[src/rtl/radio_core_pkg.sv]
// single radio_clk domain; SIDs are matched on the upper nibble only, settings bus is 8-bit addressed
`default_nettype none

package radio_core_pkg;

    ////////////////////////////////////////////////////////////////////////////
    // stream and routing constants
    ////////////////////////////////////////////////////////////////////////////
    localparam int WORD_W = 64;

    localparam logic [7:0] SID_MASK = 8'hf0;
    localparam logic [7:0] SID_CORE = 8'h40;
    localparam logic [7:0] SID_LOOP = 8'h20;
    // source SID stamped on processor responses
    localparam logic [7:0] SID_RESP = 8'h04;

    // settings addresses
    localparam logic [7:0] SR_MISC     = 8'd16;
    localparam logic [7:0] SR_READBACK = 8'd32;
    localparam logic [7:0] SR_SYNC     = 8'd48;

    // readback word 0
    localparam logic [31:0] COMPAT_SIGNATURE = 32'hace0ba5e;
    localparam logic [15:0] COMPAT_MAJOR     = 16'h0010;
    localparam logic [15:0] COMPAT_MINOR     = 16'h0000;

    ////////////////////////////////////////////////////////////////////////////
    // bundled types
    ////////////////////////////////////////////////////////////////////////////
    typedef struct packed {
        logic              valid;
        logic              last;
        logic [WORD_W-1:0] data;
    } stream_beat_t;

    typedef struct packed {
        logic        stb;
        logic [7:0]  addr;
        logic [31:0] data;
    } set_bus_t;

    typedef enum logic [1:0] {
        ROUTE_CORE,
        ROUTE_LOOP,
        ROUTE_DISCARD
    } route_e;

    typedef enum logic [1:0] {
        RB_COMPAT = 2'd0,
        RB_MISC   = 2'd1,
        RB_STATUS = 2'd2,
        RB_LOCK   = 2'd3
    } rb_sel_e;

    typedef enum logic [1:0] {
        PPS_GPSDO = 2'd0,
        PPS_EXT   = 2'd1,
        PPS_INT   = 2'd2,
        PPS_NONE  = 2'd3
    } pps_src_e;

    typedef enum logic [2:0] {
        ST_HEADER,
        ST_COMMAND,
        ST_RESP_HDR,
        ST_RESP_DATA,
        ST_DRAIN
    } proc_state_e;

endpackage

`default_nettype wire

[src/rtl/core_settings.sv]
// registers take a write the cycle after the strobe; lock bits pass a 2-flop synchronizer
`timescale 1ns/1ps
`default_nettype none

module core_settings (
    input  wire                                 i_radio_clk,
    input  wire                                 i_bus_rst,
    input  radio_core_pkg::set_bus_t            i_set,
    input  wire [31:0]                          i_rb_misc,
    input  wire [1:0]                           i_lock_signals,
    output logic [31:0]                         o_misc_outs,
    output radio_core_pkg::pps_src_e            o_pps_select,
    output logic [radio_core_pkg::WORD_W-1:0]   o_readback
);

    radio_core_pkg::rb_sel_e rb_sel_q;
    logic [1:0]              lock_meta_q;
    logic [1:0]              lock_sync_q;

    ////////////////////////////////////////////////////////////////////////////
    // address decoded registers
    ////////////////////////////////////////////////////////////////////////////
    always_ff @(posedge i_radio_clk) begin
        if (i_bus_rst) begin
            o_misc_outs  <= 32'd0;
            rb_sel_q     <= radio_core_pkg::RB_COMPAT;
            o_pps_select <= radio_core_pkg::PPS_GPSDO;
        end else if (i_set.stb) begin
            case (i_set.addr)
                radio_core_pkg::SR_MISC:     o_misc_outs  <= i_set.data;
                radio_core_pkg::SR_READBACK: rb_sel_q     <= radio_core_pkg::rb_sel_e'(i_set.data[1:0]);
                radio_core_pkg::SR_SYNC:     o_pps_select <= radio_core_pkg::pps_src_e'(i_set.data[1:0]);
                default: ;
            endcase
        end
    end

    // front-end lock bits, asynchronous to us
    always_ff @(posedge i_radio_clk) begin
        if (i_bus_rst) begin
            lock_meta_q <= 2'b00;
            lock_sync_q <= 2'b00;
        end else begin
            lock_meta_q <= i_lock_signals;
            lock_sync_q <= lock_meta_q;
        end
    end

    ////////////////////////////////////////////////////////////////////////////
    // readback select
    ////////////////////////////////////////////////////////////////////////////
    always_comb begin
        case (rb_sel_q)
            radio_core_pkg::RB_COMPAT: o_readback = {radio_core_pkg::COMPAT_SIGNATURE,
                                                     radio_core_pkg::COMPAT_MAJOR,
                                                     radio_core_pkg::COMPAT_MINOR};
            radio_core_pkg::RB_MISC:   o_readback = {32'd0, o_misc_outs};
            radio_core_pkg::RB_STATUS: o_readback = {32'd0, i_rb_misc};
            default:                   o_readback = {62'd0, lock_sync_q};
        endcase
    end

endmodule

`default_nettype wire

[src/rtl/ctrl_demux.sv]
// first word of every packet must be a header; route holds until last, nothing is buffered
`timescale 1ns/1ps
`default_nettype none

module ctrl_demux (
    input  wire                          i_radio_clk,
    input  wire                          i_bus_rst,
    input  radio_core_pkg::stream_beat_t i_ctrl,
    output logic                         o_ctrl_ready,
    output radio_core_pkg::stream_beat_t o_core,
    input  wire                          i_core_ready,
    output radio_core_pkg::stream_beat_t o_loop,
    input  wire                          i_loop_ready
);

    logic                   mid_pkt_q;
    radio_core_pkg::route_e route_q;
    radio_core_pkg::route_e hdr_route;
    radio_core_pkg::route_e route;
    logic [7:0]             sid_masked;
    logic                   in_xfer;

    // decode straight off the header word
    always_comb begin
        sid_masked = i_ctrl.data[7:0] & radio_core_pkg::SID_MASK;
        if (sid_masked == (radio_core_pkg::SID_CORE & radio_core_pkg::SID_MASK)) begin
            hdr_route = radio_core_pkg::ROUTE_CORE;
        end else if (sid_masked == (radio_core_pkg::SID_LOOP & radio_core_pkg::SID_MASK)) begin
            hdr_route = radio_core_pkg::ROUTE_LOOP;
        end else begin
            hdr_route = radio_core_pkg::ROUTE_DISCARD;
        end
    end

    assign route = mid_pkt_q ? route_q : hdr_route;

    always_comb begin
        case (route)
            radio_core_pkg::ROUTE_CORE: o_ctrl_ready = i_core_ready;
            radio_core_pkg::ROUTE_LOOP: o_ctrl_ready = i_loop_ready;
            // discard sink swallows everything
            default:                    o_ctrl_ready = 1'b1;
        endcase
    end

    assign o_core = '{valid: i_ctrl.valid && (route == radio_core_pkg::ROUTE_CORE),
                      last:  i_ctrl.last,
                      data:  i_ctrl.data};
    assign o_loop = '{valid: i_ctrl.valid && (route == radio_core_pkg::ROUTE_LOOP),
                      last:  i_ctrl.last,
                      data:  i_ctrl.data};

    assign in_xfer = i_ctrl.valid && o_ctrl_ready;

    always_ff @(posedge i_radio_clk) begin
        if (i_bus_rst) begin
            mid_pkt_q <= 1'b0;
            route_q   <= radio_core_pkg::ROUTE_DISCARD;
        end else if (in_xfer) begin
            mid_pkt_q <= !i_ctrl.last;
            route_q   <= route;
        end
    end

    // one route per packet, from a stalled header through to the last word
    a_route_hold: assert property (@(posedge i_radio_clk) disable iff (i_bus_rst)
        (i_ctrl.valid && !(in_xfer && i_ctrl.last)) |=> $stable(route));

endmodule

`default_nettype wire

[src/rtl/ctrl_proc.sv]
// one two-word packet in flight; extra command words are drained and ignored, only writes supported
`timescale 1ns/1ps
`default_nettype none

module ctrl_proc (
    input  wire                                 i_radio_clk,
    input  wire                                 i_bus_rst,
    input  radio_core_pkg::stream_beat_t        i_ctrl,
    output logic                                o_ctrl_ready,
    output radio_core_pkg::set_bus_t            o_set,
    input  wire [radio_core_pkg::WORD_W-1:0]    i_readback,
    output radio_core_pkg::stream_beat_t        o_resp,
    input  wire                                 i_resp_ready
);

    radio_core_pkg::proc_state_e state_q;
    logic                          ready_q;
    logic [7:0]                    seq_q;
    logic                          set_stb_q;
    logic [7:0]                    set_addr_q;
    logic [31:0]                   set_data_q;
    logic                          resp_valid_q;
    logic                          resp_last_q;
    logic [radio_core_pkg::WORD_W-1:0] resp_data_q;
    logic                          ctrl_xfer;
    logic                          resp_xfer;

    assign o_ctrl_ready = ready_q;
    assign ctrl_xfer    = i_ctrl.valid && ready_q;
    assign resp_xfer    = resp_valid_q && i_resp_ready;

    assign o_set  = '{stb: set_stb_q, addr: set_addr_q, data: set_data_q};
    assign o_resp = '{valid: resp_valid_q, last: resp_last_q, data: resp_data_q};

    ////////////////////////////////////////////////////////////////////////////
    // control FSM
    ////////////////////////////////////////////////////////////////////////////
    always_ff @(posedge i_radio_clk) begin
        if (i_bus_rst) begin
            state_q      <= radio_core_pkg::ST_HEADER;
            ready_q      <= 1'b0;
            set_stb_q    <= 1'b0;
            resp_valid_q <= 1'b0;
            resp_last_q  <= 1'b0;
        end else begin
            set_stb_q <= 1'b0;
            case (state_q)
                radio_core_pkg::ST_HEADER: begin
                    if (!ready_q) begin
                        ready_q <= 1'b1;
                    end else if (ctrl_xfer && !i_ctrl.last) begin
                        state_q <= radio_core_pkg::ST_COMMAND;
                    end
                end
                radio_core_pkg::ST_COMMAND: begin
                    if (ctrl_xfer) begin
                        if (i_ctrl.last) begin
                            set_stb_q <= 1'b1;
                            ready_q   <= 1'b0;
                            state_q   <= radio_core_pkg::ST_RESP_HDR;
                        end else begin
                            state_q <= radio_core_pkg::ST_DRAIN;
                        end
                    end
                end
                radio_core_pkg::ST_DRAIN: begin
                    // write goes out once the packet is fully consumed
                    if (ctrl_xfer && i_ctrl.last) begin
                        set_stb_q <= 1'b1;
                        ready_q   <= 1'b0;
                        state_q   <= radio_core_pkg::ST_RESP_HDR;
                    end
                end
                radio_core_pkg::ST_RESP_HDR: begin
                    if (!resp_valid_q) begin
                        resp_valid_q <= 1'b1;
                        resp_last_q  <= 1'b0;
                    end else if (resp_xfer) begin
                        resp_last_q <= 1'b1;
                        state_q     <= radio_core_pkg::ST_RESP_DATA;
                    end
                end
                radio_core_pkg::ST_RESP_DATA: begin
                    if (resp_xfer) begin
                        resp_valid_q <= 1'b0;
                        resp_last_q  <= 1'b0;
                        ready_q      <= 1'b1;
                        state_q      <= radio_core_pkg::ST_HEADER;
                    end
                end
                default: state_q <= radio_core_pkg::ST_HEADER;
            endcase
        end
    end

    // payload
    always_ff @(posedge i_radio_clk) begin
        if (state_q == radio_core_pkg::ST_HEADER && ctrl_xfer) begin
            seq_q <= i_ctrl.data[23:16];
        end
        if (state_q == radio_core_pkg::ST_COMMAND && ctrl_xfer) begin
            set_addr_q <= i_ctrl.data[39:32];
            set_data_q <= i_ctrl.data[31:0];
        end
        if (state_q == radio_core_pkg::ST_RESP_HDR) begin
            if (!resp_valid_q) begin
                resp_data_q <= {40'd0, seq_q, 8'd0, radio_core_pkg::SID_RESP};
            end else if (resp_xfer) begin
                // settings have taken the write by now
                resp_data_q <= i_readback;
            end
        end
    end

    a_stb_single: assert property (@(posedge i_radio_clk) disable iff (i_bus_rst)
        o_set.stb |=> !o_set.stb);

    a_resp_hold: assert property (@(posedge i_radio_clk) disable iff (i_bus_rst)
        (o_resp.valid && !i_resp_ready) |=> $stable(o_resp));

endmodule

`default_nettype wire

[src/rtl/pps_select.sv]
// pps inputs are asynchronous; output lags the chosen input by two clocks, none gives zero
`timescale 1ns/1ps
`default_nettype none

module pps_select (
    input  wire                      i_radio_clk,
    input  wire                      i_bus_rst,
    input  wire                      i_pps_gpsdo,
    input  wire                      i_pps_ext,
    input  wire                      i_pps_int,
    input  radio_core_pkg::pps_src_e i_src,
    output logic                     o_pps
);

    // bit order: int, ext, gpsdo
    logic [2:0] pps_meta_q;
    logic [2:0] pps_sync_q;

    always_ff @(posedge i_radio_clk) begin
        if (i_bus_rst) begin
            pps_meta_q <= 3'b000;
            pps_sync_q <= 3'b000;
        end else begin
            pps_meta_q <= {i_pps_int, i_pps_ext, i_pps_gpsdo};
            pps_sync_q <= pps_meta_q;
        end
    end

    always_comb begin
        case (i_src)
            radio_core_pkg::PPS_GPSDO: o_pps = pps_sync_q[0];
            radio_core_pkg::PPS_EXT:   o_pps = pps_sync_q[1];
            radio_core_pkg::PPS_INT:   o_pps = pps_sync_q[2];
            default:                   o_pps = 1'b0;
        endcase
    end

endmodule

`default_nettype wire

[src/rtl/radio_core.sv]
// one clock domain; only SID 0x4x reaches the processor, 0x2x loops back, anything else is dropped
`timescale 1ns/1ps
`default_nettype none

module radio_core (
    input  wire                          i_radio_clk,
    input  wire                          i_bus_rst,
    input  radio_core_pkg::stream_beat_t i_ctrl,
    output logic                         o_ctrl_ready,
    output radio_core_pkg::stream_beat_t o_resp,
    input  wire                          i_resp_ready,
    input  wire                          i_pps_gpsdo,
    input  wire                          i_pps_ext,
    input  wire                          i_pps_int,
    output logic                         o_pps,
    output radio_core_pkg::pps_src_e     o_pps_select,
    input  wire [31:0]                   i_rb_misc,
    output logic [31:0]                  o_misc_outs,
    input  wire [1:0]                    i_lock_signals
);

    radio_core_pkg::stream_beat_t      core_ctrl;
    logic                              core_ctrl_ready;
    radio_core_pkg::stream_beat_t      loop_beat;
    logic                              loop_ready;
    radio_core_pkg::stream_beat_t      proc_resp;
    logic                              proc_resp_ready;
    radio_core_pkg::set_bus_t          set_bus;
    logic [radio_core_pkg::WORD_W-1:0] readback;

    ////////////////////////////////////////////////////////////////////////////
    // routing
    ////////////////////////////////////////////////////////////////////////////
    ctrl_demux demux0 (
        .i_radio_clk(i_radio_clk), .i_bus_rst(i_bus_rst),
        .i_ctrl(i_ctrl), .o_ctrl_ready(o_ctrl_ready),
        .o_core(core_ctrl), .i_core_ready(core_ctrl_ready),
        .o_loop(loop_beat), .i_loop_ready(loop_ready)
    );

    // spare radio slot loops straight into the mux
    resp_mux mux0 (
        .i_radio_clk(i_radio_clk), .i_bus_rst(i_bus_rst),
        .i_a(proc_resp), .o_a_ready(proc_resp_ready),
        .i_b(loop_beat), .o_b_ready(loop_ready),
        .o_resp(o_resp), .i_resp_ready(i_resp_ready)
    );

    ////////////////////////////////////////////////////////////////////////////
    // control and settings
    ////////////////////////////////////////////////////////////////////////////
    ctrl_proc proc0 (
        .i_radio_clk(i_radio_clk), .i_bus_rst(i_bus_rst),
        .i_ctrl(core_ctrl), .o_ctrl_ready(core_ctrl_ready),
        .o_set(set_bus), .i_readback(readback),
        .o_resp(proc_resp), .i_resp_ready(proc_resp_ready)
    );

    core_settings settings0 (
        .i_radio_clk(i_radio_clk), .i_bus_rst(i_bus_rst),
        .i_set(set_bus), .i_rb_misc(i_rb_misc), .i_lock_signals(i_lock_signals),
        .o_misc_outs(o_misc_outs), .o_pps_select(o_pps_select), .o_readback(readback)
    );

    pps_select pps0 (
        .i_radio_clk(i_radio_clk), .i_bus_rst(i_bus_rst),
        .i_pps_gpsdo(i_pps_gpsdo), .i_pps_ext(i_pps_ext), .i_pps_int(i_pps_int),
        .i_src(o_pps_select), .o_pps(o_pps)
    );

endmodule

`default_nettype wire

[src/rtl/resp_mux.sv]
// whole packets only; round robin between a and b, grant is held until the last word moves
`timescale 1ns/1ps
`default_nettype none

module resp_mux (
    input  wire                          i_radio_clk,
    input  wire                          i_bus_rst,
    input  radio_core_pkg::stream_beat_t i_a,
    output logic                         o_a_ready,
    input  radio_core_pkg::stream_beat_t i_b,
    output logic                         o_b_ready,
    output radio_core_pkg::stream_beat_t o_resp,
    input  wire                          i_resp_ready
);

    // grant_b_q also records who was served last
    logic grant_b_q;
    logic active_q;
    logic pick_b;
    logic sel_b;
    logic out_xfer;

    always_comb begin
        if (i_a.valid && i_b.valid) begin
            pick_b = !grant_b_q;
        end else begin
            pick_b = i_b.valid;
        end
        sel_b = active_q ? grant_b_q : pick_b;
    end

    assign o_resp    = sel_b ? i_b : i_a;
    assign o_a_ready = i_resp_ready && !sel_b && i_a.valid;
    assign o_b_ready = i_resp_ready && sel_b && i_b.valid;
    assign out_xfer  = o_resp.valid && i_resp_ready;

    // grant is taken as soon as a word is offered, so a stalled first word keeps it
    always_ff @(posedge i_radio_clk) begin
        if (i_bus_rst) begin
            grant_b_q <= 1'b1;
            active_q  <= 1'b0;
        end else if (o_resp.valid) begin
            grant_b_q <= sel_b;
            active_q  <= !(out_xfer && o_resp.last);
        end
    end

    a_grant_hold: assert property (@(posedge i_radio_clk) disable iff (i_bus_rst)
        (o_resp.valid && !(out_xfer && o_resp.last)) |=> $stable(sel_b));

endmodule

`default_nettype wire

[config.mk]
export PLATFORM = sky130hd
export DESIGN_NAME = radio_core
export DESIGN_NICKNAME = d
export VERILOG_FILES = /design/src/rtl/radio_core_pkg.sv /design/src/rtl/core_settings.sv /design/src/rtl/ctrl_demux.sv /design/src/rtl/ctrl_proc.sv /design/src/rtl/pps_select.sv /design/src/rtl/radio_core.sv /design/src/rtl/resp_mux.sv
export SDC_FILE = /design/constraint.sdc
export NUM_CORES = 1
export LEC_CHECK = 0
export BUFFER_PORTS_ARGS = -buffer_cell sky130_fd_sc_hd__buf_2
export CAP_MARGIN = 0
export CORE_ASPECT_RATIO = 0.6
export CORE_MARGIN = 2
export CORE_UTILIZATION = 60
export CTS_BUF_LIST = sky130_fd_sc_hd__clkbuf_8 sky130_fd_sc_hd__clkbuf_16
export DETAILED_ROUTE_END_ITERATION = 16
export GPL_ROUTABILITY_DRIVEN = 0
export PLACE_DENSITY = 0.87
export SLEW_MARGIN = 15
export SYNTH_ARGS = -nofsm -noshare
export SYNTH_HDL_FRONTEND = slang
export SYNTH_HIERARCHICAL = 1
export SYNTH_SLANG_ARGS = --single-unit
[constraint.sdc]
create_clock -name i_radio_clk -period 15.3 [get_ports i_radio_clk]
set_input_delay 0.765 -clock i_radio_clk [delete_from_list [all_inputs] [get_ports i_radio_clk]]
set_output_delay 0.765 -clock i_radio_clk [all_outputs]
set_load 0.1 [all_outputs]
==> flow_summary_export.csv <==
group,metric,value,unit
outcome,outcome,"completed",
worst_setup_path,reg2regPathDepth,11,
sta,clock.fmax,200.2,MHz
drt,drc,0,
drt,routedWlPerCell,17.40,µm
drt,detail-route-antenna-nets,0,
worst_setup_path,worstSetupStartpointType,"input pin",
placed_design,placed_cell_area,0.009090,mm²
sta,min_period_over_period,0.3264,
cts,postCtsHoldBufs,0,
sta,rsz0062_at_grt,"no",
drt,dr.pass1.iters,5,
floorplan,initial_core_util,0.6167,
pwr,p_per_area,98.52,mW/mm²
drt,vias,5289,
global_routing,antenna_found_initial,0,
placed_design,port_buffers,207,
worst_setup_path,cp_slowest_cell,"nor3b_1",
floorplan,rows,34,
sta,setup_viol_count_final,0,
cts,post_cts_buffers,0,
floorplan,fp.dieH,98.72,µm
cts,cts_max_level,4,
yosys,avgSynthCellArea,12.41,µm²
cts,cts_tree,"built",
worst_setup_path,reg2reg_slack,10.90,ns
sta,fin_skew,0.01228,ns
drt,totalWireLength,17.51,mm
worst_setup_path,endpoint_kind,"output pin",
finish,final_layout_size_suffix_gt1_frac,0.4183,
worst_setup_path,worstSetupPathType,"in -> out",
cts,clkTransAtPathRegs,0.06,ns
pwr,ir_worst_vdd,0.00006380,V
sta,maxSlewViolCount,0,
sta,period_needed,4.994,ns
sta,final_hold_viol_count,0,
global_routing,grt_pass1_vias,5102,
yosys,syn_area,0.008972,mm²
finish,antenna_cells,0,
finish,fill_cells,1098,
sta,worst_pin_slew,1.058,ns
sta,slew-limit-headroom,0.2919,
worst_setup_path,max_stage_delay,0.59,ns
yosys,syn-instance-count,723,
job,drv_cap,0,
finish,fin_area,0.009652,mm²
worst_setup_path,critPathRequiredTime,14.53,ns
cts,clockBufferDepth,2,
cts,root_buffer,"clkbuf_16",
worst_setup_path,regToRegStartpoint,"demux0/mid_pkt_q",
worst_hold_path,hold_class,"reg -> reg",
worst_setup_path,cp_max_fo,20,
worst_setup_path,cp_data_arrival_time,4.23,ns
floorplan,dieArea,0.01598,mm²
placed_design,dpl.hpwl,11.50,mm
drt,vias_per_cell,5.257,
worst_setup_path,critPathBufInv,2,
worst_setup_path,critPathTopFamily,"simple AND/OR/NAND/NOR gates",
yosys,ys_warn_count,6,
worst_hold_path,hold-path-endpoint,"pps0/pps_sync_q[2]",
worst_setup_path,reg2reg_to,"proc0/resp_data_q[10]",
global_routing,grt.overflow.total,0,
finish,area_delta_synth_final,7.572,%
cts,numCtsBuffers,17,
pwr,finalPower,0.9509,mW
worst_hold_path,worstHoldPathCells,1,
finish,fin_nets,901,
floorplan,core_area,0.01455,mm²
worst_hold_path,hp-start,"pps0/pps_meta_q[2]",
cts,cts_sinks,170,
global_routing,grt_pass1_wl,27.17,mm
cts,clkLatencyLatePin,0.41,ns
pwr,power.static_leakage,4.100,nW
floorplan,io-pin-count,208,
drt,drt-initial-drc-count,420,
floorplan,chipWidth,161.9,µm
sta,fin_setup_tns,0,ns
worst_setup_path,crit_chain,"buf_2 -> or4b_4 -> o21ai_0 -> nor3b_1 -> a21bo_2 -> nor2_2 -> a21oi_4 -> nor2_1 -> nor3b_1 -> or3_4 -> buf_2",
cts,cts_resized,0,
global_routing,grt_max_degree,90,
global_routing,track_usage,0.2204,
## power by group
group	internal (mW)	switching, mW	total, mW
clock network	0.227	0.184	0.411
logic	0.0203	0.0296	0.0499
registers	0.488	0.00181	0.490
## cell usage in the layout, fill, tap and decap left out, types with 3 or more instances in the layout
cell type	n
a21oi_1	5
a22o_1	31
and2_1	57
and2b_1	3
buf_2	207
buf_4	9
clkbuf_16	17
clkinvlp_4	3
conb_1	15
dfxtp_1	57
edfxtp_1	112
inv_1	6
inv_6	4
mux2_2	36
mux2_4	38
mux2i_1	39
nand2_1	8
nand2b_1	71
nand3_1	7
nand3b_1	3
nor2_1	10
nor2b_1	13
nor3_2	3
o21ai_0	4
## metrics by stage
step	instances	worst slack, ns	utilization	hold WS [ns]
final	1006	10.31	0.6634	0.4353
after global routing	1006	10.03	0.6634	0.4639
after CTS	1006	10.31	0.6634	0.4367
after detailed placement	974	10.36	0.6248	0.4215
after global placement	974	10.50	0.6248	0.4182
after floorplan	737	8.010	-	0.4109
## sequential cells by signal (all words and copies together) (netlist names), 3 cells and up
register / count
proc0/state_q: 3
pps0/pps_meta_q: 3
pps0/pps_sync_q: 3
proc0/set_data_q: 32
proc0/set_addr_q: 8
proc0/seq_q: 8
proc0/resp_data_q: 64
settings0/o_misc_outs: 32
## routing by layer
metal | vias to the layer above | part of all wire | global-route usage | wire, µm
met5 | - | 0 | 0 | 0
met4 | 0 | 0.0051 | 0.04969 | 89
met3 | 7 | 0.067 | 0.04672 | 1179
met2 | 206 | 0.45 | 0.3385 | 7886
met1 | 2562 | 0.48 | 0.3244 | 8351
li1 | 2514 | - | - | -
## worst max path at each step
stage / from / to / cells past startpoint
after floorplan: i_ctrl[5] / proc0/resp_data_q[0] / 11
after global placement: i_ctrl[5] / proc0/resp_data_q[30] / 12
after detailed placement: i_ctrl[5] / proc0/resp_data_q[30] / 12
after CTS: i_ctrl[4] / o_ctrl_ready / 11
after global routing: i_ctrl[4] / o_ctrl_ready / 11
final: i_ctrl[4] / o_ctrl_ready / 11
## final cells by class
cell class / instances / area (µm²) / share of cell area
Sequential cell: 170 / 4526 / 0.4689
Clock inverter: 15 / 136.4 / 0.01413
Clock buffer: 17 / 425.4 / 0.04408
Tap cell: 198 / 247.7 / 0.02567
Inverter: 5 / 18.77 / 0.001945
Multi-Input combinational cell: 385 / 3194 / 0.3310
Timing Repair Buffer: 216 / 1104 / 0.1143
Note: power is estimated with default switching activity, not from simulation.
